File: src/soc_pkg.sv
// ----------------------------------------------------------
// shared definitions for the memory-mapped test SoC
// bus widths, Wishbone request/response structs, the address
// map and the CLINT register layout; modules refer to these
// by scoped names
// ----------------------------------------------------------

package soc_pkg;

  // bus widths
  localparam int unsigned AddrWidth = 32;
  localparam int unsigned DataWidth = 32;
  localparam int unsigned SelWidth  = DataWidth / 8;

  typedef logic [AddrWidth-1:0] addr_t;
  typedef logic [DataWidth-1:0] data_t;
  typedef logic [SelWidth-1:0]  sel_t;

  // ----------------------------------------------------------
  // Wishbone classic, master to slave and back
  // ----------------------------------------------------------
  typedef struct packed {
    logic  cyc;
    logic  stb;
    logic  we;
    addr_t adr;
    sel_t  sel;
    data_t dat;
  } wb_req_t;

  typedef struct packed {
    logic  ack;
    logic  err;
    data_t dat;
  } wb_rsp_t;

  // ----------------------------------------------------------
  // address map
  // ----------------------------------------------------------
  localparam addr_t RomBase     = 32'h0000_1000;
  localparam addr_t RomLength   = 32'h0000_0100;
  localparam addr_t ClintBase   = 32'h0200_0000;
  localparam addr_t ClintLength = 32'h0000_0010;
  // ram length is set by the NumRamWords parameter
  localparam addr_t RamBase     = 32'h8000_0000;

  // decoder target
  typedef enum logic [1:0] {
    SlvRom,
    SlvRam,
    SlvClint,
    SlvNone
  } slave_e;

  // rom word k reads as signature xor k
  localparam data_t RomSignature = 32'hB007_0000;

  // clint register offsets within its region
  localparam addr_t MtimeOffset    = 32'h0;
  localparam addr_t MtimecmpOffset = 32'h4;
  localparam addr_t MsipOffset     = 32'h8;

  // bit positions in mip
  localparam int unsigned MsipBit = 3;
  localparam int unsigned MtipBit = 7;
  localparam int unsigned SeipBit = 9;
  localparam int unsigned MeipBit = 11;

endpackage
File: src/clint_lite.sv
// ----------------------------------------------------------
// reduced CLINT for one hart
// mtime counts rtc edges, mtimecmp and msip sit on the bus,
// and the machine interrupt-pending vector is built here
// ----------------------------------------------------------

`timescale 1ns/1ps

module clint_lite (
  input  logic             clk_i,
  input  logic             rst_ni,
  input  logic             rtc_i,
  input  soc_pkg::wb_req_t wb_req_i,
  input  logic             meip_i,
  input  logic             seip_i,
  output soc_pkg::wb_rsp_t wb_rsp_o,
  output soc_pkg::data_t   mip_o
);

  logic            strobe;
  logic            access;
  logic            wr_en;
  soc_pkg::addr_t  reg_off;
  logic [1:0]      rtc_sync_q;
  logic            rtc_prev_q;
  logic            rtc_rise;
  soc_pkg::data_t  mtime_q;
  soc_pkg::data_t  mtimecmp_q;
  logic            msip_q;
  logic            mtip_q;
  logic            ack_q;
  soc_pkg::data_t  dat_q;

  assign strobe  = wb_req_i.cyc & wb_req_i.stb;
  assign access  = strobe & ~ack_q;
  assign wr_en   = access & wb_req_i.we;
  // word offset inside the region
  assign reg_off = wb_req_i.adr & soc_pkg::addr_t'(soc_pkg::ClintLength - soc_pkg::SelWidth);

  // ----------------------------------------------------------
  // rtc sync and timer
  // ----------------------------------------------------------
  assign rtc_rise = rtc_sync_q[1] & ~rtc_prev_q;

  always_ff @(posedge clk_i or negedge rst_ni) begin
    if (!rst_ni) begin
      rtc_sync_q <= '0;
      rtc_prev_q <= 1'b0;
      mtime_q    <= '0;
      mtip_q     <= 1'b0;
    end else begin
      rtc_sync_q <= {rtc_sync_q[0], rtc_i};
      rtc_prev_q <= rtc_sync_q[1];
      if (rtc_rise) begin
        mtime_q <= mtime_q + 1'b1;
      end
      mtip_q <= (mtime_q >= mtimecmp_q);
    end
  end

  // ----------------------------------------------------------
  // bus registers
  // ----------------------------------------------------------
  always_ff @(posedge clk_i or negedge rst_ni) begin
    if (!rst_ni) begin
      ack_q      <= 1'b0;
      mtimecmp_q <= '1;
      msip_q     <= 1'b0;
    end else begin
      ack_q <= access;
      // mtime itself is read-only, writes to it just ack
      if (wr_en && reg_off == soc_pkg::MtimecmpOffset) begin
        for (int b = 0; b < soc_pkg::SelWidth; b++) begin
          if (wb_req_i.sel[b]) begin
            mtimecmp_q[b*8 +: 8] <= wb_req_i.dat[b*8 +: 8];
          end
        end
      end
      if (wr_en && reg_off == soc_pkg::MsipOffset && wb_req_i.sel[0]) begin
        msip_q <= wb_req_i.dat[0];
      end
    end
  end

  always_ff @(posedge clk_i) begin
    if (access && !wb_req_i.we) begin
      case (reg_off)
        soc_pkg::MtimeOffset:    dat_q <= mtime_q;
        soc_pkg::MtimecmpOffset: dat_q <= mtimecmp_q;
        soc_pkg::MsipOffset:     dat_q <= soc_pkg::data_t'(msip_q);
        default:                 dat_q <= '0;
      endcase
    end
  end

  assign wb_rsp_o = '{ack: ack_q, err: 1'b0, dat: dat_q};

  // interrupt-pending vector at the RISC-V positions
  always_comb begin
    mip_o                   = '0;
    mip_o[soc_pkg::MsipBit] = msip_q;
    mip_o[soc_pkg::MtipBit] = mtip_q;
    mip_o[soc_pkg::SeipBit] = seip_i;
    mip_o[soc_pkg::MeipBit] = meip_i;
  end

endmodule

File: config.mk
export PLATFORM = sky130hd
export DESIGN_NAME = clint_lite
export DESIGN_NICKNAME = d
export VERILOG_FILES = /design/src/soc_pkg.sv /design/src/clint_lite.sv
export SDC_FILE = /design/constraint.sdc
export NUM_CORES = 1
export LEC_CHECK = 0
export BUFFER_PORTS_ARGS = -buffer_cell sky130_fd_sc_hd__buf_2
export CELL_PAD_IN_SITES_DETAIL_PLACEMENT = 1
export CELL_PAD_IN_SITES_GLOBAL_PLACEMENT = 1
export CORE_ASPECT_RATIO = 0.5
export CORE_MARGIN = 1.5
export CORE_UTILIZATION = 42
export CTS_BUF_LIST = sky130_fd_sc_hd__clkbuf_16
export CTS_CLUSTER_DIAMETER = 200
export DETAILED_ROUTE_END_ITERATION = 12
export PLACE_DENSITY = 0.85
export SYNTH_ARGS = -nofsm -noshare
export SYNTH_HDL_FRONTEND = slang
export SYNTH_SLANG_ARGS = --single-unit
File: constraint.sdc
create_clock -name clk_i -period 4.54 [get_ports clk_i]
set_clock_uncertainty 0.1 [all_clocks]
set_input_delay 0.681 -clock clk_i [delete_from_list [all_inputs] [get_ports clk_i]]
set_output_delay 0.681 -clock clk_i [all_outputs]
set_load 0.02 [all_outputs]
==> impl_metrics.csv <==
group,metric,value,unit
finish,final_nets,633,
grt,grt_max_degree,39,
detailed_routing,highest_layer,"met4",
flow_run,maxCapViolations,0,
timing,finalMaxSlewViolations,0,
yosys,synth-async-reset-ratio,0.686,
pwr,p_leak,0.00289,uW
detailed_routing,route.met3.wl,678,um
finish,instances_no_fill,694,
yosys,synth-seq-area-share,0.515,
placed_design,numPlacedInstances,678,
clock_tree,root_buffer,"clkbuf_16",
finish,multi_input_area,2280,um^2
finish,diodes,0,
floorplan,die_area,13500,um^2
critical_path,critPathMaxFanout,3,
floorplan,core-area,12100,um^2
pwr,p_int,1800,uW
clock_tree,numCtsBuffers,9,
finish,drive_gt1_frac,0.319,
pwr,p_clk_frac,0.359,
detailed_routing,via_count,3624,
grt,grt-ovfl-total,0,
floorplan,rows,28,
timing,period_share,0.606,
detailed_routing,firstDrtPassIters,4,
yosys,synth_area,5350,um^2
critical_path,worstPathArrival,2830,ps
floorplan,die_width,163,um
grt,grt_pass1_vias,3873,
clock_tree,cts_tree,"done",
detailed_routing,wire_per_inst,18.5,um
yosys,syn-instance-count,449,
placed_design,hpwlAfterDp,8790,um
timing,setup_viol,0,
detailed_routing,drc,0,
floorplan,ioPinCount,142,
finish,area.sequential,2750,um^2
min_path,hold_path_class,"reg2reg",
floorplan,die_y,82.8,um
critical_path,critPathKind,"reg2reg",
placed_design,port_buffers,78,
status,status,"completed",
clock_tree,cts_setup_buffers,0,
pwr,powerDensity,405,nW/um^2
detailed_routing,post_drt_via_cell_ratio,5.22,
detailed_routing,antenna_left,0,
pwr,switchingPower,669,uW
pwr,pwr-share-comb,0.167,
clock_tree,insertion_delay,340,ps
timing,worst_pin_slew,773,ps
yosys,synth-edff-count,32,
clock_tree,cts-hold-fix-buffers,0,
grt,antenna_found_initial,0,
yosys,ys_warn_count,0,
yosys,ys_ff_latch,102,
timing,fin_crit,2750,ps
detailed_routing,dr.first_iter.drc_count,182,
clock_tree,clk_pin_slew,70,ps
critical_path,endpoint_kind,"flop",
detailed_routing,met1_length,5970,um
timing,relSlewSlack,0.484,
timing,fin_hold_ws,258,ps
pwr,pwr-share-seq,0.475,
clock_tree,clock_sinks,102,
timing,fin_setup_tns,0,ps
yosys,syn_area_per_cell,11.9,um^2
clock_tree,clock_path_buffers,2,
timing,finalHoldViolations,0,
grt,grt.total_usage,0.204,
grt,grt_pass1_wl,20600,um
pwr,vdd_drop_max,0.000252,V
clock_tree,htree_levels,3,
yosys,ys_types,37,
critical_path,start_kind,"flop",
timing,rsz0062_at_grt,"false",
clock_tree,cts_resized,0,
detailed_routing,met2_wirelength,5910,um
finish,fill_cells,1321,
yosys,ys.flop_type,"dfrtp_1",
placed_design,gp_congestion,0.758,
floorplan,start_util,0.441,
critical_path,critPathRequiredTime,4630,ps
detailed_routing,drt_wl_total,12800,um
timing,max_freq,364,MHz
pwr,swShare,0.271,
finish,synthToLayoutAreaGrowth,14.2,%
synth_stat cells (all sizes together), types with 2 or more instances:
| library cell | n | share of area |
|---|---|---|
| a2111oi | 2 | 0.0033 |
| a21o | 3 | 0.0042 |
| a21oi | 10 | 0.0094 |
| and3 | 6 | 0.0070 |
| and4 | 6 | 0.011 |
| buf | 36 | 0.051 |
| clkbuf | 9 | 0.0063 |
| dfrtp | 38 | 0.18 |
| dfstp | 32 | 0.16 |
| edfxtp | 32 | 0.18 |
| ha | 33 | 0.077 |
| inv | 32 | 0.022 |
| mux2 | 34 | 0.072 |
| mux2i | 32 | 0.060 |
| nand2 | 22 | 0.015 |
| nand2b | 3 | 0.0035 |
| nand3 | 14 | 0.013 |
| nand4 | 12 | 0.020 |
| nor2 | 40 | 0.028 |
| nor2b | 5 | 0.0058 |
| nor3 | 3 | 0.0049 |
| nor4 | 2 | 0.0051 |
| o21a | 2 | 0.0028 |
| o21ai | 4 | 0.0037 |
| xnor2 | 21 | 0.034 |
| xor2 | 10 | 0.016 |
sequential cells by signal, indices dropped and copies added, names as in the netlist:
signal / count
dat_q: 32
rtc_prev_q: 1
ack_q: 1
rtc_sync_q: 2
msip_q: 1
mtimecmp_q: 32
mtime_q: 32
mtip_q: 1
area by class of cell:
type	instances	share of cell area
sequential	102	0.451
multi-input combinational	298	0.373
timing repair buffer	81	0.0676
clock buffer	9	0.0369
tap	165	0.0338
inverter	32	0.0197
clock inverter	7	0.0184
metrics by stage:
| stage | setup WS [ps] | util | area, um^2 | total power, uW |
|---|---|---|---|---|
| after floorplan | 1040 | - | 5450 | 1470 |
| after global placement | 1930 | 0.476 | 5770 | 1550 |
| after detailed placement | 1910 | 0.476 | 5770 | 1590 |
| after CTS | 1790 | 0.504 | 6110 | 2490 |
| after global routing | 1700 | 0.504 | 6110 | 2570 |
| final | 1790 | 0.504 | 6110 | 2470 |
worst paths after layout:
check                      slack [ps]                  startpoint  cells after the start                        end
min reg2reg                       260     rtc_sync_q[0]$_DFF_PN0_                      0    rtc_sync_q[1]$_DFF_PN0_
max in group asynchronous        3000                      rst_ni                      2  mtimecmp_q[5]$_DFFE_PN1P_
max reg2reg                      1790  mtimecmp_q[17]$_DFFE_PN1P_                      7           mtip_q$_DFF_PN0_
min in group asynchronous         310                      rst_ni                      1    mtime_q[12]$_DFFE_PN0P_
min                               260     rtc_sync_q[0]$_DFF_PN0_                      0    rtc_sync_q[1]$_DFF_PN0_
max                              1790  mtimecmp_q[17]$_DFFE_PN1P_                      7           mtip_q$_DFF_PN0_
per-layer routing:
metal	track usage	vias up
met5	0	-
met4	0.0697	0
met3	0.0581	29
met2	0.340	103
met1	0.258	1848
li1	-	1644
cells in the final DEF (no fill, tap or decap), drive strengths merged, types with 3 or more instances in the layout:
cell,Yosys,routed
dfrtp,38,38
a21oi,10,10
conb,1,29
o21ai,4,4
nand2b,3,3
bufinv,0,3
xor2,10,10
xnor2,21,21
inv,32,32
ha,33,33
dfstp,32,32
nand4,12,12
and4,6,6
a21o,3,3
nand2,22,22
mux2,34,34
and3,6,6
edfxtp,32,32
nor3,3,3
nor2,40,40
nand3,14,14
clkbuf,9,9
clkinv,0,4
buf,36,81
mux2i,32,32
nor2b,5,5
power groups by stage:
stage               Combinational [uW]  Sequential [uW]  Clock [uW]
floorplan                          306             1170           0
global placement                   377             1180           0
detailed placement                 405             1190           0
CTS                                418             1170         900
global route                       460             1190         926
finish                             412             1170         887
critical path: stages (launching register included):
cell       delay [ps]
dfstp_2           550
inv_1              50
ha_1              290
a21oi_1           170
o21ai_0           110
a221o_1           410
a2111oi_0         710
o21ai_0           180
logic make-up after synthesis:
group           share of synthesized area
compound gates                     0.0304
xor+xnor                           0.0508
fa+ha+maj                          0.0772
buf+inv                            0.0800
flops                               0.515
mux                                 0.131
other cells                      0.000701
simple gates                        0.115
Power figures use the tool's default switching activity.
