[config.mk]
export PLATFORM = sky130hd
export DESIGN_NAME = addr_decoder
export DESIGN_NICKNAME = d
export VERILOG_FILES = /design/src/soc_pkg.sv /design/src/addr_decoder.sv
export SDC_FILE = /design/constraint.sdc
export NUM_CORES = 1
export LEC_CHECK = 0
export BUFFER_PORTS_ARGS = -buffer_cell sky130_fd_sc_hd__buf_4
export CORE_AREA = 2 2 163 165
export CTS_BUF_LIST = sky130_fd_sc_hd__clkbuf_4 sky130_fd_sc_hd__clkbuf_8 sky130_fd_sc_hd__clkbuf_16
export CTS_CLUSTER_SIZE = 10
export DETAILED_ROUTE_END_ITERATION = 6
export DIE_AREA = 0 0 165 167
export GPL_TIMING_DRIVEN = 1
export HOLD_SLACK_MARGIN = 0.06
export PLACE_DENSITY = 0.36
export REMOVE_ABC_BUFFERS = 1
export SYNTH_ARGS = -nofsm -noshare
export SYNTH_HDL_FRONTEND = slang
export SYNTH_SLANG_ARGS = --single-unit
export TNS_END_PERCENT = 10
[constraint.sdc]
create_clock -name clk_i -period 2.2 [get_ports clk_i]
set_input_delay 0.44 -clock clk_i [delete_from_list [all_inputs] [get_ports clk_i]]
set_output_delay 0.44 -clock clk_i [all_outputs]
set_load 0.02 [all_outputs]
[src/soc_pkg.sv]
// ----------------------------------------------------------
// shared definitions for the memory-mapped test SoC
// bus widths, Wishbone request/response structs, the address
// map and the CLINT register layout; modules refer to these
// by scoped names
// ----------------------------------------------------------

package soc_pkg;

  // bus widths
  localparam int unsigned AddrWidth = 32;
  localparam int unsigned DataWidth = 32;
  localparam int unsigned SelWidth  = DataWidth / 8;

  typedef logic [AddrWidth-1:0] addr_t;
  typedef logic [DataWidth-1:0] data_t;
  typedef logic [SelWidth-1:0]  sel_t;

  // ----------------------------------------------------------
  // Wishbone classic, master to slave and back
  // ----------------------------------------------------------
  typedef struct packed {
    logic  cyc;
    logic  stb;
    logic  we;
    addr_t adr;
    sel_t  sel;
    data_t dat;
  } wb_req_t;

  typedef struct packed {
    logic  ack;
    logic  err;
    data_t dat;
  } wb_rsp_t;

  // ----------------------------------------------------------
  // address map
  // ----------------------------------------------------------
  localparam addr_t RomBase     = 32'h0000_1000;
  localparam addr_t RomLength   = 32'h0000_0100;
  localparam addr_t ClintBase   = 32'h0200_0000;
  localparam addr_t ClintLength = 32'h0000_0010;
  // ram length is set by the NumRamWords parameter
  localparam addr_t RamBase     = 32'h8000_0000;

  // decoder target
  typedef enum logic [1:0] {
    SlvRom,
    SlvRam,
    SlvClint,
    SlvNone
  } slave_e;

  // rom word k reads as signature xor k
  localparam data_t RomSignature = 32'hB007_0000;

  // clint register offsets within its region
  localparam addr_t MtimeOffset    = 32'h0;
  localparam addr_t MtimecmpOffset = 32'h4;
  localparam addr_t MsipOffset     = 32'h8;

  // bit positions in mip
  localparam int unsigned MsipBit = 3;
  localparam int unsigned MtipBit = 7;
  localparam int unsigned SeipBit = 9;
  localparam int unsigned MeipBit = 11;

endpackage
[src/addr_decoder.sv]
// ----------------------------------------------------------
// address decoder for the single Wishbone master
// routes the strobe to rom, ram or clint by the address map
// and answers unmapped accesses itself with a registered err
// ----------------------------------------------------------

`timescale 1ns/1ps

module addr_decoder #(
  parameter int unsigned NumRamWords = 256
) (
  input  logic             clk_i,
  input  logic             rst_ni,
  input  soc_pkg::wb_req_t wb_req_i,
  input  soc_pkg::wb_rsp_t rom_rsp_i,
  input  soc_pkg::wb_rsp_t ram_rsp_i,
  input  soc_pkg::wb_rsp_t clint_rsp_i,
  output soc_pkg::wb_req_t rom_req_o,
  output soc_pkg::wb_req_t ram_req_o,
  output soc_pkg::wb_req_t clint_req_o,
  output soc_pkg::wb_rsp_t wb_rsp_o
);

  localparam soc_pkg::addr_t RamLength = soc_pkg::addr_t'(NumRamWords * soc_pkg::SelWidth);

  soc_pkg::slave_e target;
  logic            strobe;
  logic            err_q;

  assign strobe = wb_req_i.cyc & wb_req_i.stb;

  // region match, base inclusive and end exclusive
  always_comb begin
    target = soc_pkg::SlvNone;
    if (wb_req_i.adr >= soc_pkg::RomBase &&
        wb_req_i.adr < soc_pkg::RomBase + soc_pkg::RomLength) begin
      target = soc_pkg::SlvRom;
    end else if (wb_req_i.adr >= soc_pkg::ClintBase &&
                 wb_req_i.adr < soc_pkg::ClintBase + soc_pkg::ClintLength) begin
      target = soc_pkg::SlvClint;
    end else if (wb_req_i.adr >= soc_pkg::RamBase &&
                 wb_req_i.adr < soc_pkg::RamBase + RamLength) begin
      target = soc_pkg::SlvRam;
    end
  end

  // only the selected slave sees stb
  always_comb begin
    rom_req_o       = wb_req_i;
    ram_req_o       = wb_req_i;
    clint_req_o     = wb_req_i;
    rom_req_o.stb   = wb_req_i.stb & (target == soc_pkg::SlvRom);
    ram_req_o.stb   = wb_req_i.stb & (target == soc_pkg::SlvRam);
    clint_req_o.stb = wb_req_i.stb & (target == soc_pkg::SlvClint);
  end

  // unmapped access, err one cycle later and never twice per strobe
  always_ff @(posedge clk_i or negedge rst_ni) begin
    if (!rst_ni) begin
      err_q <= 1'b0;
    end else begin
      err_q <= strobe & (target == soc_pkg::SlvNone) & ~err_q;
    end
  end

  // one slave strobed at a time, so a plain or is enough
  assign wb_rsp_o.ack = rom_rsp_i.ack | ram_rsp_i.ack | clint_rsp_i.ack;
  assign wb_rsp_o.err = rom_rsp_i.err | ram_rsp_i.err | clint_rsp_i.err | err_q;
  // read data only counts while ack is high
  assign wb_rsp_o.dat = ({soc_pkg::DataWidth{rom_rsp_i.ack}} & rom_rsp_i.dat)
                      | ({soc_pkg::DataWidth{ram_rsp_i.ack}} & ram_rsp_i.dat)
                      | ({soc_pkg::DataWidth{clint_rsp_i.ack}} & clint_rsp_i.dat);

endmodule

==> results of run 1 <==
## repair_timing
action,in CTS,in global routing
endpoints found under the setup margin,2,3
resized for setup,1,1
pin swaps,0,1
## final timing paths
check                      slack [ps]         start  depth (start not counted)             to
setup / recovery                 -140  wb_req_i[51]                          6  ram_req_o[69]
hold / removal                    220        rst_ni                          1          err_q
setup reg to reg                 1250         err_q                          1          err_q
hold reg to reg                   520         err_q                          1          err_q
max in group asynchronous        1900        rst_ni                          1          err_q
min in group clk_i                520         err_q                          1          err_q
## power by group through the flow
stage / combinational (mW) / clock (mW) / sequential (mW)
2_1_floorplan: 0.138 / 0 / 0.0200
3_3_place_gp: 0.761 / 0 / 0.0210
3_5_place_dp: 0.753 / 0 / 0.0210
4_1_cts: 0.756 / 0 / 0.0210
5_1_grt: 0.792 / 0 / 0.0210
6_report: 0.746 / 0 / 0.0207
## per-layer routing
metal  track usage, %  vias up  part of all wire [%]
met5            6.909        -                   1.6
met4           0.3781        9                  0.25
met3            8.692        9                    23
met2            13.32      368                    39
met1            10.02     1116                    37
li1                 -      926                     -
## final cells by class
cell class	count	area (sq um)
inverter	32	120.1
multi-input combinational	52	476.7
tap	335	419.2
timing repair buffer	273	2057
fill	2982	22670
sequential	1	25.02
## cell usage after synthesis (all sizes together)
cell    instances  area (sq um)
a222oi         32         320.3
a311oi          1         8.760
nand3           1         10.01
nor4b           1         15.01
dfrtp           1         25.02
mux2i           1         10.01
nor4            5         46.29
or4             2         18.77
clkbuf         11         41.29
and3            1         6.260
inv            32         120.1
o21ai           1         5.000
or3             1         6.260
buf           210          1577
nor2            1         3.750
nor3            2         10.01
nand2           2         7.510
nand4b          1         8.760
## cell families (layout without fill, tap and decap cells)
logic type | after synthesis | count (layout) | share of synthesized area [%]
AOI/OAI and AO/OA | 34 | 34 | 14.92
buffers and inverters | 253 | 305 | 77.60
and+or+nand+nor | 17 | 17 | 5.922
muxes | 1 | 1 | 0.4469
DFF | 1 | 1 | 1.117
## per-stage QoR
step	instance area, sq um	setup slack (ps)	power, mW
6_report	3098	-139.2	0.7664
3_3_place_gp	3090	-135.2	0.7822
2_1_floorplan	621.8	-17.02	0.1585
4_1_cts	3094	-151.0	0.7769
3_5_place_dp	3090	-166.6	0.7744
5_1_grt	3098	-207.7	0.8128
==> results.sh, run 1 <==
export IMPL_diodes=0
export IMPL_layout_commonest_cell="buf_4"
export IMPL_grt_total_usage_pct=9.281
export IMPL_dp_hpwl_um=12480
export IMPL_drive_gt1_share_pct=77.37
export IMPL_fin_crit_sh_pct=106.3
export IMPL_pin_count=422
export IMPL_cp_required_ps=1760
export IMPL_vias=2428
export IMPL_critPathTopFamily="simple AND/OR/NAND/NOR gates"
export IMPL_portBuffers=257
export IMPL_clkTransAtPathRegs_ps=0
export IMPL_rsz0062_at_grt="yes"
export IMPL_min_period_ps=2339
export IMPL_grt_antenna_before_repair=0
export IMPL_syn_area_per_cell_sq_um=7.319
export IMPL_critical_path_peak_fanout=3
export IMPL_wl_per_cell_um=21.04
export IMPL_grt_pass1_wl_um=17760
export IMPL_p_sw_share_pct=48.64
export IMPL_row_count=59
export IMPL_grt_max_degree=27
export IMPL_max_vdd_ir_drop_v=0.00009329
export IMPL_yosys_warnings=0
export IMPL_hp_class="primary input to async pin"
export IMPL_final_util_pct=12.02
export IMPL_area_growth_pct=38.32
export IMPL_critPathKind="primary input to primary output"
export IMPL_cts_setup_buffers=0
export IMPL_die_y_um=167
export IMPL_start_kind="primary input"
export IMPL_hold_violations=0
export IMPL_syn_inst=306
export IMPL_routed_wl_um=14580
export IMPL_skew_ps=0
export IMPL_violations="setup timing"
export IMPL_worst_pin_slew_ps=497.2
export IMPL_drtAntennaViolNets=0
export IMPL_powerDensity_nw_per_um2=247.4
export IMPL_final_nets=535
export IMPL_numPlacedInstances=693
export IMPL_crit_arrival_ps=1900
export IMPL_reg_top3="err_q (1)"
export IMPL_setup_viol=2
export IMPL_whs_ps=215.6
export IMPL_timing_final_ws_setup_ps=-139.2
export IMPL_seq_power_share_pct=2.7
export IMPL_place_gp_congestion=0.7068
export IMPL_critical_path_max_stage_delay_ps=530
export IMPL_drt_iter0_markers=224
export IMPL_layout_cells_non_filler=693
export IMPL_ys_ff_latch=1
export IMPL_p_leak_nw=1.580
export IMPL_largest_reg_flops=1
export IMPL_start_util_pct=8.693
export IMPL_yosysUniqueCellTypes=20
export IMPL_regMostFlops="err_q"
export IMPL_ys_seq_area_share_pct=1.117
export IMPL_hold_buffers=0
export IMPL_crit_chain="buf_6 > or4_4 > nor4_4 > nand3_2 > nor4b_2 > buf_4"
export IMPL_switching_power_mw=0.3728
export IMPL_most_common_layout_cells="271 x buf_4, 32 x a222oi_1, 32 x inv_1"
export IMPL_netlist_area_sq_um=2240
export IMPL_status="finished with violations"
export IMPL_p_int_mw=0.3936
export IMPL_core_sq_um=25760
export IMPL_fp_dieW_um=165
export IMPL_grt_pass1_vias=2353
export IMPL_worstSkewPairLatency_ps=0
export IMPL_pwr_share_comb_pct=97.3
export IMPL_finalSetupTns_ps=-186.5
export IMPL_cap_violations=0
export IMPL_crit_slowest_cell="or4_4"
export IMPL_dieArea_sq_um=27560
export IMPL_slew_viol_final=0
export IMPL_relSlewSlack_pct=66.85
export IMPL_pwr_share_clk_pct=0
export IMPL_drt_first_pass_iters=5
export IMPL_via_per_inst=3.504
export IMPL_drc=0
export IMPL_max_freq_mhz=427.5
export IMPL_end_kind="primary output"
export IMPL_crit_buf_inv=2
export IMPL_overflow=0
Note: power is estimated with default switching activity, not from simulation.
==> run 2: changes to the inputs <==
--- a/config.mk
+++ b/config.mk
@@ -7,4 +7,6 @@
 export LEC_CHECK = 0
 export BUFFER_PORTS_ARGS = -buffer_cell sky130_fd_sc_hd__buf_4
+export CELL_PAD_IN_SITES_DETAIL_PLACEMENT = 1
+export CELL_PAD_IN_SITES_GLOBAL_PLACEMENT = 1
 export CORE_AREA = 2 2 163 165
 export CTS_BUF_LIST = sky130_fd_sc_hd__clkbuf_4 sky130_fd_sc_hd__clkbuf_8 sky130_fd_sc_hd__clkbuf_16
@@ -14,5 +16,5 @@
 export GPL_TIMING_DRIVEN = 1
 export HOLD_SLACK_MARGIN = 0.06
-export PLACE_DENSITY = 0.36
+export PLACE_DENSITY = 0.55
 export REMOVE_ABC_BUFFERS = 1
 export SYNTH_ARGS = -nofsm -noshare
==> constraint.sdc (replaced) <==
create_clock -name clk_i -period 2.2 [get_ports clk_i]
set_input_delay 0.11 -clock clk_i [delete_from_list [all_inputs] [get_ports clk_i]]
set_output_delay 0.11 -clock clk_i [all_outputs]
set_load 0.02 [all_outputs]
==> results.sh, run 2 (synthesis gave the netlist of run 1 again) <==
export IMPL_regMostFlops="err_q"
export IMPL_gr_usage_met3_pct=14.72
export IMPL_holdPathStages=0
export IMPL_critPathKind="primary input to primary output"
export IMPL_holdPathEnd="rom_req_o[7]"
export IMPL_via_per_inst=3.473
export IMPL_p_leak_nw=1.503
export IMPL_dieArea_sq_um=27560
export IMPL_overflow=0
export IMPL_fin_crit_sh_pct=79.10
export IMPL_final_nets=520
export IMPL_area_growth_pct=33.07
export IMPL_cap_violations=0
export IMPL_worstSkewPairLatency_ps=0
export IMPL_setup_viol=0
export IMPL_dp_slack_ps=445.2
export IMPL_grt_met1_usage_pct=13.63
export IMPL_place_gp_congestion=0.8711
export IMPL_dp_hpwl_um=20790
export IMPL_skew_ps=0
export IMPL_drt_iter0_markers=251
export IMPL_hp_class="primary input to primary output"
export IMPL_powerDensity_nw_per_um2=261.0
export IMPL_max_vdd_ir_drop_v=0.00009228
export IMPL_grt_pass1_vias=2356
export IMPL_timing_final_ws_setup_ps=459.8
export IMPL_multi_input_area_sq_um=476.7
export IMPL_die_y_um=167
export IMPL_start_util_pct=8.693
export IMPL_routed_wl_um=22940
export IMPL_rr_worst_depth=1
export IMPL_layout_commonest_cell="buf_4"
export IMPL_cts_resized=0
export IMPL_fp_dieW_um=165
export IMPL_pin_count=422
export IMPL_critical_path_peak_fanout=4
export IMPL_diodes=0
export IMPL_wl_per_cell_um=33.83
export IMPL_whs_ps=220.4
export IMPL_portBuffers=257
export IMPL_use_met2_pct=24.44
export IMPL_regArea_sq_um=25.02
export IMPL_largest_reg_flops=1
export IMPL_total_power_mw=0.7780
export IMPL_cp_required_ps=2090
export IMPL_drt_first_pass_iters=5
export IMPL_final_util_pct=11.57
export IMPL_reg_top3="err_q (1)"
export IMPL_max_freq_mhz=574.7
export IMPL_core_sq_um=25760
export IMPL_crit_arrival_ps=1630
export IMPL_worst_pin_slew_ps=439.5
export IMPL_drive_gt1_share_pct=76.09
export IMPL_most_common_layout_cells="257 x buf_4, 32 x a222oi_1, 32 x inv_1"
export IMPL_r2r_start="err_q"
export IMPL_timing_rr_end="err_q"
export IMPL_r2r_slack_ps=1480
export IMPL_start_kind="primary input"
export IMPL_drtAntennaViolNets=0
export IMPL_hp_start="wb_req_i[7]"
export IMPL_relSlewSlack_pct=70.70
export IMPL_slew_viol_final=0
export IMPL_row_count=59
export IMPL_grt_pass1_wl_um=27250
export IMPL_hold_violations=0
export IMPL_grt_max_degree=34
export IMPL_finalSetupTns_ps=0
export IMPL_top_usage_layer="met2"
export IMPL_rsz0062_at_grt="no"
export IMPL_grt_total_usage_pct=15.45
export IMPL_status="complete, no violations"
export IMPL_vias=2355
export IMPL_grt_antenna_before_repair=1
export IMPL_drc=0
export IMPL_nFillCells=3114
export IMPL_min_period_ps=1740
export IMPL_end_kind="primary output"
run 2: how the worst max path moves through the flow:
stage                     cells after the start  slack, ps    startpoint            end
after floorplan                               4        640  wb_req_i[51]  rom_req_o[69]
after global placement                        6        470  wb_req_i[51]  rom_req_o[69]
after detailed placement                      6        450  wb_req_i[51]  rom_req_o[69]
after CTS                                     6        440  wb_req_i[51]  rom_req_o[69]
after global routing                          6        340  wb_req_i[51]  rom_req_o[69]
final                                         6        460  wb_req_i[51]  rom_req_o[69]
run 2: per-stage QoR:
step | cells | cell area [sq um]
4_1_cts | 678 | 2980
3_5_place_dp | 677 | 2970
3_3_place_gp | 677 | 2970
5_1_grt | 678 | 2980
6_report | 678 | 2980
2_1_floorplan | 85 | 621.8
run 2: report_power, final:
part           switching, mW  leakage, nW  internal [mW]
sequential          0.000540       0.0131         0.0197
clock                      0            0              0
combinational          0.399         1.49          0.359
total                  0.399         1.50          0.379
run 2: final cells by class:
class                      instances  share of cell area, %
multi-input combinational         52                  15.99
timing repair buffer             258                  65.07
tap                              335                  14.06
inverter                          32                  4.030
sequential                         1                 0.8396
run 2: worst max-delay path: stages:
cell and delay, ps:
buf_4 130, or4_4 540, nor4_4 180, nand3_2 160, nor3_1 300, buf_4 210
run 2: layer usage:
layer / wire length, um / up-vias / share of wire, %
met1: 6572 / 1105 / 29
met3: 5038 / 25 / 22
met5: 214 / - / 0.93
li1: - / 900 / -
met2: 10320 / 319 / 45
met4: 792 / 6 / 3.5
run 2: repair_timing:
item / in CTS / in global routing
endpoints found under the hold margin: 1 / 0
hold buffers: 1 / 0
endpoints found under the setup margin: 0 / 0
buffers inserted: 0 / 0
