--- config.mk ---
export PLATFORM = sky130hd
export DESIGN_NAME = debug_gate
export DESIGN_NICKNAME = d
export VERILOG_FILES = /design/src/debug_gate.sv
export SDC_FILE = /design/constraint.sdc
export NUM_CORES = 1
export LEC_CHECK = 0
export ABC_CLOCK_PERIOD_IN_PS = 1800
export BUFFER_PORTS_ARGS = -buffer_cell sky130_fd_sc_hd__buf_2
export CORE_AREA = 2 2 39 41
export CTS_CLUSTER_DIAMETER = 100
export DETAILED_ROUTE_END_ITERATION = 10
export DIE_AREA = 0 0 41 43
export PLACE_DENSITY = 0.55
export SYNTH_ARGS = -nofsm -noshare
export SYNTH_HDL_FRONTEND = slang
export SYNTH_SLANG_ARGS = --single-unit
--- constraint.sdc ---
create_clock -name clk_i -period 1.8 [get_ports clk_i]
set_input_delay 0.36 -clock clk_i [delete_from_list [all_inputs] [get_ports clk_i]]
set_output_delay 0.36 -clock clk_i [all_outputs]
set_load 0.01 [all_outputs]
--- src/debug_gate.sv ---
// ----------------------------------------------------------
// debug request gate for the hart
// holds requests off for DebugDelayCycles after reset so the
// boot code can run; debug_en_i blocks them altogether
// ----------------------------------------------------------

`timescale 1ns/1ps

module debug_gate #(
  parameter int unsigned DebugDelayCycles = 500
) (
  input  logic clk_i,
  input  logic rst_ni,
  input  logic debug_req_i,
  input  logic debug_en_i,
  output logic debug_req_o
);

  // at least one bit, even for a zero delay
  localparam int unsigned CntWidth =
    (DebugDelayCycles > 0) ? $clog2(DebugDelayCycles + 1) : 1;

  logic [CntWidth-1:0] cnt_q;
  logic                window_done;

  assign window_done = (cnt_q == '0);

  // counts down once, then parks at zero
  always_ff @(posedge clk_i or negedge rst_ni) begin
    if (!rst_ni) begin
      cnt_q <= CntWidth'(DebugDelayCycles);
    end else if (!window_done) begin
      cnt_q <= cnt_q - 1'b1;
    end
  end

  assign debug_req_o = window_done & debug_en_i & debug_req_i;

endmodule

==> impl_metrics.tcl, run 1 <==
set metrics [dict create \
    power.leakage_uw 0.000289 \
    fin_crit_sh 1.10 \
    r2r_end "cnt_q[1]$_DFFE_PN0P_" \
    viasPerCell 4.78 \
    skew_ns 0.00154 \
    numCtsBuffers 3 \
    n_antenna_cell 0 \
    ys.warnings.count 0 \
    fillCellCount 137 \
    switching_share 0.186 \
    setup-tns-final_ns -0.182 \
    p_comb_frac 0.029 \
    syn_area_per_cell_um2 11.4 \
    cp-start-kind "flop" \
    path_clk_slew_ns 0.06 \
    pwr-share-seq 0.564 \
    antenna_left 0 \
    cts_tree "done" \
    holdCritPathClass "in -> async" \
    critPathRequiredTime_ns 1.44 \
    synth_cell_types 20 \
    globalplace.congestion 0.707 \
    max_cap_viol_count 0 \
    hold_violations 0 \
    reg2reg_depth 7 \
    htreeDepth 1 \
    cp_max_fo 3 \
    setup_viol 1 \
    synthToLayoutAreaGrowth_pct 34.2 \
    place_inst 63 \
    ir_drop_mv 0.578 \
    fin_crit_ns 1.98 \
    cts-root-buf "clkbuf_4" \
    hpwlAfterDp_um 653 \
    r2r-start "cnt_q[6]$_DFFE_PN1P_" \
    die_x_um 41 \
    top_register "cnt_q" \
    clock.fmax_ghz 0.504 \
    final_common_cell "dfstp_2" \
    grt_max_degree 10 \
    dr.pass1.iters 3 \
    clock-sinks 9 \
    rsz0062_at_grt "yes" \
    final_layout_size_suffix_gt1_frac 0.500 \
    core-area_um2 1380 \
    cts_max_path_buffers 2 \
    place_area_um2 513 \
    maxSlewHeadroom 0.830 \
    ys_ff_latch 9 \
    fin_area_um2 594 \
    p_int_uw 293 \
    initial_core_util 0.320 \
    largest_reg_flops 9 \
    rows 14 \
    io_pins 5 \
    die_height_um 43 \
    power.share.clock 0.407 \
    largestRegisters "cnt_q: 9 flops" \
    post-place-ws_ns -0.0187 \
    violations "setup timing" \
    drc 0 \
    layout_setup_ws_ns -0.182 \
    status "finished with violations" \
    clkLatencyLatePin_ns 0.25 \
    ys_seq_area_frac 0.525 \
    rrSetupSlack_ns 0.06 \
    instances_no_fill 72 \
    antenna_found_initial 0 \
    p_per_area_nw_per_um2 606 \
    num-nets-final 62 \
    cp-end-kind "output pin" \
    grt_overflow_total 0 \
    globalRouteTotalUtil 0.140 \
    routed_wl_um 866 \
    portBuffers 4 \
    syn-num-nets 44 \
    syn-instance-count 39 \
    grt_pass1_wl_um 1590 \
    die-area_um2 1760 \
    grt_pass1_vias 345 \
    power_uw 360 \
    route.vias.total 344 \
    drt_iter0_markers 3 \
    maxSlewViolCount 0 \
    worst_slew_pin_slew_ns 0.253 \
    final_cell_mix "dfstp_2, buf_4, o21ai_0, buf_2" \
    path_class "reg -> out" \
    arrival_ns 1.62 \
    p_switching_uw 66.9 \
    netlist_area_um2 443 \
    wl_per_cell_um 12.0 \
]
-- area by class of cell --
| type | count | area (um^2) | area share |
|---|---|---|---|
| flip-flops and latches | 9 | 233 | 0.392 |
| multi-input cells | 28 | 206 | 0.347 |
| repair buffers | 13 | 101 | 0.171 |
| clock buffers | 4 | 26.3 | 0.0442 |
| well taps | 16 | 20.0 | 0.0337 |
| inverters | 2 | 7.51 | 0.0126 |
-- repair_timing --
action / in CTS / in global routing
cloned: 0 / 0
pin swaps: 4 / 0
hold buffers: 1 / 0
endpoints found under the setup margin: 1 / 5
hold endpoints to repair: 3 / 0
setup buffers: 6 / 0
gates resized for setup: 8 / 0
-- worst max-delay path: stages, from the launching register on --
cell	delay, ns
dfstp_2	0.38
or4_4	0.54
nor4_4	0.16
and3_1	0.17
buf_2	0.12
-- cells in the mapped netlist --
cell type | count | area, um^2
o21bai_1 | 1 | 7.51
nor3_1 | 2 | 10.0
nor2_1 | 2 | 7.51
nand2b_1 | 2 | 12.5
ha_1 | 1 | 12.5
nand2_1 | 1 | 3.75
or3_1 | 2 | 12.5
xnor2_1 | 1 | 8.76
nor4_4 | 1 | 21.3
or4_4 | 1 | 11.3
o21ai_0 | 6 | 30.0
and3_1 | 1 | 6.26
inv_1 | 2 | 7.51
mux2i_1 | 1 | 10.0
mux2_2 | 1 | 11.3
o31ai_1 | 2 | 15.0
or2_2 | 2 | 12.5
o31a_2 | 1 | 10.0
dfrtp_1 | 3 | 75.1
dfstp_2 | 6 | 158
-- worst max-delay path by stage --
stage	from	endpoint	slack, ns	cells past startpoint
3_3_place_gp	cnt_q[3]$_DFFE_PN0P_	debug_req_o	0.02	4
6_report	cnt_q[6]$_DFFE_PN1P_	debug_req_o	-0.18	4
3_5_place_dp	cnt_q[3]$_DFFE_PN0P_	debug_req_o	-0.02	4
2_1_floorplan	cnt_q[3]$_DFFE_PN0P_	debug_req_o	-0.08	3
4_1_cts	cnt_q[4]$_DFFE_PN1P_	debug_req_o	-0.21	4
5_1_grt	cnt_q[6]$_DFFE_PN1P_	debug_req_o	-0.24	4
-- per-stage QoR --
stage          hold WS (ns)   util
6_report              0.489  0.429
5_1_grt               0.504  0.429
3_3_place_gp          0.222  0.371
4_1_cts               0.481  0.446
2_1_floorplan        0.0644      -
3_5_place_dp          0.219  0.371
-- power groups by stage --
stage	logic, uW	registers, uW	clock network [uW]
after CTS	10.8	203	155
after floorplan	1.50	206	0
after global placement	9.18	206	0
after global routing	12.2	203	170
after detailed placement	9.13	206	0
final	10.5	203	146
-- per-layer routing --
| layer | up-vias | share of wire | track usage |
|---|---|---|---|
| li1 | 176 | - | - |
| met1 | 163 | 0.46 | 0.169 |
| met2 | 5 | 0.49 | 0.206 |
| met3 | 0 | 0.044 | 0.0785 |
| met4 | 0 | 0 | 0.0400 |
| met5 | - | 0 | 0 |
-- kinds of logic after synthesis --
kind of cell    synth area share
simple gates               0.220
mux                       0.0480
fa+ha+maj                 0.0282
compound gates             0.141
buf+inv                   0.0170
xor+xnor                  0.0198
flops                      0.525
Note: power is estimated with default switching activity, not from simulation.
==> run 2, diff against run 1 <==
--- a/config.mk
+++ b/config.mk
@@ -5,13 +5,13 @@
 export SDC_FILE = /design/constraint.sdc
 export NUM_CORES = 1
 export LEC_CHECK = 0
-export ABC_CLOCK_PERIOD_IN_PS = 1800
+export ABC_CLOCK_PERIOD_IN_PS = 2350
 export BUFFER_PORTS_ARGS = -buffer_cell sky130_fd_sc_hd__buf_2
 export CORE_AREA = 2 2 39 41
 export CTS_CLUSTER_DIAMETER = 100
 export DETAILED_ROUTE_END_ITERATION = 10
 export DIE_AREA = 0 0 41 43
-export PLACE_DENSITY = 0.55
+export PLACE_DENSITY = 0.53
 export SYNTH_ARGS = -nofsm -noshare
 export SYNTH_HDL_FRONTEND = slang
 export SYNTH_SLANG_ARGS = --single-unit
==> constraint.sdc (replaced) <==
create_clock -name clk_i -period 2.35 [get_ports clk_i]
set_input_delay 0.47 -clock clk_i [delete_from_list [all_inputs] [get_ports clk_i]]
set_output_delay 0.47 -clock clk_i [all_outputs]
set_load 0.01 [all_outputs]
==> run 2 against run 1 <==
  * The flow now finishes without violations
  * Utilization is 5.6 points lower
  * Worst setup slack better by 0.32 ns
  * Register-to-register slack better by 0.69 ns
  * Cell count shrank 11%
  * Global-route usage down 1.1 points
==> impl_metrics.tcl, run 2 (synthesis gave the netlist of run 1 again) <==
set metrics [dict create \
    cts-root-buf "clkbuf_4" \
    worst_slew_pin_slew_ns 0.320 \
    dr.pass1.iters 4 \
    htreeDepth 1 \
    num-nets-final 54 \
    path_class "reg -> out" \
    io_pins 5 \
    skew_ns 0.00672 \
    max_cap_viol_count 0 \
    power.leakage_uw 0.000242 \
    die_x_um 41 \
    ir_drop_mv 0.181 \
    cpMaxStageDelayCell "or4_4" \
    die_height_um 43 \
    fin_crit_ns 2.22 \
    initial_core_util 0.320 \
    hold_slack_ns 0.0449 \
    grt_pass1_vias 348 \
    maxSlewViolCount 0 \
    maxSlewHeadroom 0.787 \
    cts_max_path_buffers 2 \
    top_register "cnt_q" \
    cp_max_fo 5 \
    clock.fmax_ghz 0.451 \
    post-place-ws_ns 0.356 \
    die-area_um2 1760 \
    grt_max_degree 10 \
    cts_tree "done" \
    arrival_ns 1.75 \
    largest_reg_flops 9 \
    setup-tns-final_ns 0 \
    largestRegisters "cnt_q: 9 flops" \
    critPathRequiredTime_ns 1.88 \
    viasPerCell 5.09 \
    clkLatencyLatePin_ns 0.26 \
    drt_iter0_markers 4 \
    portBuffers 4 \
    routed_wl_um 844 \
    drc 0 \
    seqCellArea_um2 233 \
    path_clk_slew_ns 0.06 \
    multi_input_area_um2 203 \
    rsz0062_at_grt "no" \
    path_cells "or4_4 -> nor4_4 -> and3_1 -> buf_2" \
    numCtsBuffers 3 \
    cp-start-kind "flop" \
    cp-end-kind "output pin" \
    antenna_found_initial 0 \
    fillCellCount 155 \
    holdCritPathClass "in -> async" \
    n_antenna_cell 0 \
    power_uw 283 \
    clock-sinks 9 \
    cp_slowest_stage_delay_ns 0.57 \
    route.vias.total 326 \
    crit_buf_inv 1 \
    fin_crit_sh 0.943 \
    status "complete, no violations" \
    place_inst 60 \
    core-area_um2 1380 \
    instances_no_fill 64 \
    cts-hold-fix-buffers 0 \
    layout_setup_ws_ns 0.134 \
    final_layout_size_suffix_gt1_frac 0.417 \
    hpwlAfterDp_um 619 \
    crit_family "simple AND/OR/NAND/NOR gates" \
    p_per_area_nw_per_um2 547 \
    setup_viol 0 \
    hold_violations 0 \
    post-cts-setup-buffers 0 \
    grt_pass1_wl_um 1470 \
    wl_per_cell_um 13.2 \
    final_cell_mix "o21ai_0, dfstp_2, buf_2" \
    globalRouteTotalUtil 0.129 \
    antenna_left 0 \
    rows 14 \
    cts-resized-gates 0 \
    synthToLayoutAreaGrowth_pct 16.7 \
    grt_overflow_total 0 \
    globalplace.congestion 0.669 \
]
-- run 2: final timing paths --
path	start	endpoint	slack, ns	cells after the start
setup / recovery	cnt_q[4]$_DFFE_PN1P_	debug_req_o	0.13	4
min in group clk_i	cnt_q[0]$_DFFE_PN0P_	cnt_q[0]$_DFFE_PN0P_	0.50	1
hold / removal	rst_ni	cnt_q[1]$_DFFE_PN0P_	0.04	1
setup reg to reg	cnt_q[4]$_DFFE_PN1P_	cnt_q[1]$_DFFE_PN0P_	0.75	4
max in group asynchronous	rst_ni	cnt_q[4]$_DFFE_PN1P_	2.05	1
hold reg to reg	cnt_q[0]$_DFFE_PN0P_	cnt_q[0]$_DFFE_PN0P_	0.50	1
-- run 2: worst reg2reg max path, delay by kind of cell, from the launching register on --
family	cells	cell delay, ns
simple gates	2	0.82
buf+inv	1	0.18
flops	1	0.37
mux	1	0.16
-- run 2: final cells by class --
type | instances | area share
timing repair buffer | 5 | 0.0533
sequential | 9 | 0.450
tap | 16 | 0.0387
multi-input combinational | 28 | 0.392
inverter | 2 | 0.0145
clock buffer | 4 | 0.0508
-- run 2: per-stage QoR --
step,area (um^2),utilization
2_1_floorplan,443,-
3_3_place_gp,490,0.354
3_5_place_dp,490,0.354
4_1_cts,517,0.373
5_1_grt,517,0.373
6_report,517,0.373
-- run 2: power by group --
group	switching, uW	leakage, uW	internal (uW)
Clock	54.7	0.0000150	65.5
Sequential	0	0.000104	155
Combinational	4.05	0.000124	2.75
-- run 2: routing by layer --
layer  share of wire  track usage  vias to the layer above
met5               0            0                        -
met4           0.030       0.0800                        0
met3           0.031       0.0314                        2
met2            0.52        0.194                        7
met1            0.41        0.157                      160
li1                -            -                      157
==> run 3, diff against run 2 <==
--- a/config.mk
+++ b/config.mk
@@ -5,13 +5,15 @@
 export SDC_FILE = /design/constraint.sdc
 export NUM_CORES = 1
 export LEC_CHECK = 0
-export ABC_CLOCK_PERIOD_IN_PS = 2350
+export ABC_AREA = 1
+export ABC_CLOCK_PERIOD_IN_PS = 1900
 export BUFFER_PORTS_ARGS = -buffer_cell sky130_fd_sc_hd__buf_2
 export CORE_AREA = 2 2 39 41
 export CTS_CLUSTER_DIAMETER = 100
 export DETAILED_ROUTE_END_ITERATION = 10
 export DIE_AREA = 0 0 41 43
-export PLACE_DENSITY = 0.53
+export PLACE_DENSITY = 0.61
 export SYNTH_ARGS = -nofsm -noshare
 export SYNTH_HDL_FRONTEND = slang
 export SYNTH_SLANG_ARGS = --single-unit
+export TNS_END_PERCENT = 10
==> constraint.sdc (replaced) <==
create_clock -name clk_i -period 1.9 [get_ports clk_i]
set_input_delay 0.38 -clock clk_i [delete_from_list [all_inputs] [get_ports clk_i]]
set_output_delay 0.38 -clock clk_i [all_outputs]
set_load 0.01 [all_outputs]
==> run 3 against run 2 <==
  * Non-clock buffer count is 10 higher
  * Hold slack better by 0.44 ns
  * Cell count is 61% higher
  * Highest routed layer unchanged
==> impl_metrics.tcl, run 3 <==
set metrics [dict create \
    globalplace.congestion 0.711 \
    viasPerCell 4.51 \
    largest_reg_flops 9 \
    utilization 0.486 \
    io_pins 5 \
    globalRouteTotalUtil 0.146 \
    die_x_um 41 \
    setup_viol 0 \
    top_register "cnt_q" \
    fin_crit_sh 0.949 \
    clkLatencyLatePin_ns 0.26 \
    path_cells "inv_2 -> ha_4 -> nand2_2 -> nor2_4 -> nand2_4 -> nor2_1 -> buf_2" \
    rows 14 \
    ys_top_cells_by_area "dfstp_2, dfrtp_1, nand2_1, inv_1, nor2_1" \
    syn_area_per_cell_um2 7.47 \
    cts-root-buf "clkbuf_4" \
    htreeDepth 1 \
    dr.pass1.iters 4 \
    layout_setup_ws_ns 0.0964 \
    wl_per_cell_um 10.4 \
    synth_cell_types 19 \
    async_reset_ff_frac 1.00 \
    cp_max_fo 8 \
    hpwlAfterDp_um 689 \
    multi_input_area_um2 230 \
    synthFlopType "dfstp_2" \
    drc 0 \
    cts_tree "done" \
    n_antenna_cell 0 \
    fin_crit_ns 1.80 \
    reg2reg_depth 9 \
    clock-sinks 9 \
    place_inst 88 \
    p_comb_frac 0.030 \
    seqCellArea_um2 233 \
    r2r-start "cnt_q[0]$_DFFE_PN0P_" \
    routed_wl_um 1070 \
    ir_drop_mv 0.261 \
    worst_slew_pin_slew_ns 0.216 \
    final_layout_size_suffix_gt1_frac 0.379 \
    initial_core_util 0.367 \
    die_height_um 43 \
    cp-end-kind "output pin" \
    instances_no_fill 103 \
    rrSetupSlack_ns 0.46 \
    crit_family "flip-flops" \
    max_cap_viol_count 0 \
    hold_slack_ns 0.489 \
    maxSlewViolCount 0 \
    critPathRequiredTime_ns 1.52 \
    ys_ff_latch 9 \
    final_cell_mix "nand2_1, inv_1, buf_4" \
    largestRegisters "cnt_q: 9 flops" \
    route.vias.total 465 \
    ys.warnings.count 0 \
    grt_pass1_vias 424 \
    cp-start-kind "flop" \
    num-nets-final 93 \
    antenna_found_initial 0 \
    final_common_cell "nand2_1" \
    grt_max_degree 11 \
    cpMaxStageDelayCell "dfrtp_1" \
    power.share.clock 0.426 \
    path_clk_slew_ns 0.06 \
    crit_buf_inv 2 \
    ys_seq_area_frac 0.458 \
    path_class "reg -> out" \
    yosys.area.top_type "dfstp_2" \
    drt_iter0_markers 3 \
    maxSlewHeadroom 0.856 \
    status "complete, no violations" \
    netlist_area_um2 508 \
    syn-num-nets 73 \
    holdCritPathClass "in -> async" \
    cp_slowest_stage_delay_ns 0.40 \
    yosys.area.top_type_share 0.310 \
    skew_ns 0.00125 \
    core-area_um2 1380 \
    syn-instance-count 68 \
    clock.fmax_ghz 0.554 \
    critPathLaunch "cnt_q[0]$_DFFE_PN0P_" \
    pwr-share-seq 0.544 \
    switching_share 0.213 \
    p_int_uw 278 \
    grt_overflow_total 0 \
    synth.most_common_cell "nand2_1" \
    synth_edf_count 0 \
    numCtsBuffers 3 \
    power.leakage_uw 0.000378 \
    fillCellCount 144 \
    synthToLayoutAreaGrowth_pct 32.3 \
    antenna_left 0 \
    cts_max_path_buffers 2 \
    portBuffers 4 \
    synth_common_cells "nand2_1, inv_1, nor2_1, dfstp_2, nand3_1" \
    arrival_ns 1.42 \
    die-area_um2 1760 \
    post-place-ws_ns 0.229 \
    p_per_area_nw_per_um2 526 \
    r2r_end "cnt_q[3]$_DFFE_PN0P_" \
    grt_pass1_wl_um 1640 \
    p_switching_uw 75.2 \
    hold_violations 0 \
]
==> run 3: logic make-up after synthesis <==
family	count (synthesis)	share of synthesized area
adder cells (fa/ha/maj)	1	0.0246
XOR/XNOR	1	0.0172
AO/OA/AOI/OAI	4	0.0468
buffers and inverters	15	0.113
flip-flops	9	0.458
AND/OR/NAND/NOR	38	0.340
==> run 3: how the worst max path moves through the flow <==
stage | endpoint | depth (start not counted)
4_1_cts | debug_req_o | 7
6_report | debug_req_o | 7
3_5_place_dp | debug_req_o | 7
2_1_floorplan | debug_req_o | 6
5_1_grt | debug_req_o | 7
3_3_place_gp | debug_req_o | 7
==> run 3: cell type report <==
type | instances | area share
timing repair buffer | 15 | 0.156
sequential | 9 | 0.346
inverter | 15 | 0.0857
clock buffer | 4 | 0.0391
tap | 16 | 0.0298
multi-input combinational | 44 | 0.343
==> run 3: worst reg2reg max path, delay by kind of cell (launching register included) <==
family,cells,cell delay [ns]
buffers and inverters,4,0.42
adders and majority gates,1,0.15
and+or+nand+nor,3,0.30
AOI/OAI and AO/OA,1,0.07
DFF,1,0.40
==> run 3: per-stage QoR <==
step	instance area [um^2]	total power, uW	TNS, ns
final	672	353	0
after global routing	672	372	-0.0179
after CTS	594	361	0
after detailed placement	548	205	0
after global placement	548	204	0
after floorplan	508	197	0
==> run 3: repair_timing <==
item                                    4_1_cts  5_1_grt
endpoints found under the setup margin        1        1
buffers inserted                              1        9
endpoints found under the hold margin         3        0
pin swaps                                     0        2
hold buffers                                  1        0
gates resized for setup                       1        3
==> run 3: layer usage <==
metal	track usage	wire length (um)	up-vias
li1	-	-	237
met1	0.152	401	213
met2	0.222	578	11
met3	0.0628	53	4
met4	0.100	34	0
met5	0	0	-
==> run 3: power groups by stage <==
stage	registers, uW	logic [uW]	clock network [uW]
after floorplan	195	1.60	0
after global placement	195	9.15	0
after detailed placement	195	9.27	0
after CTS	192	10.8	157
after global routing	192	12.2	167
final	192	10.5	151
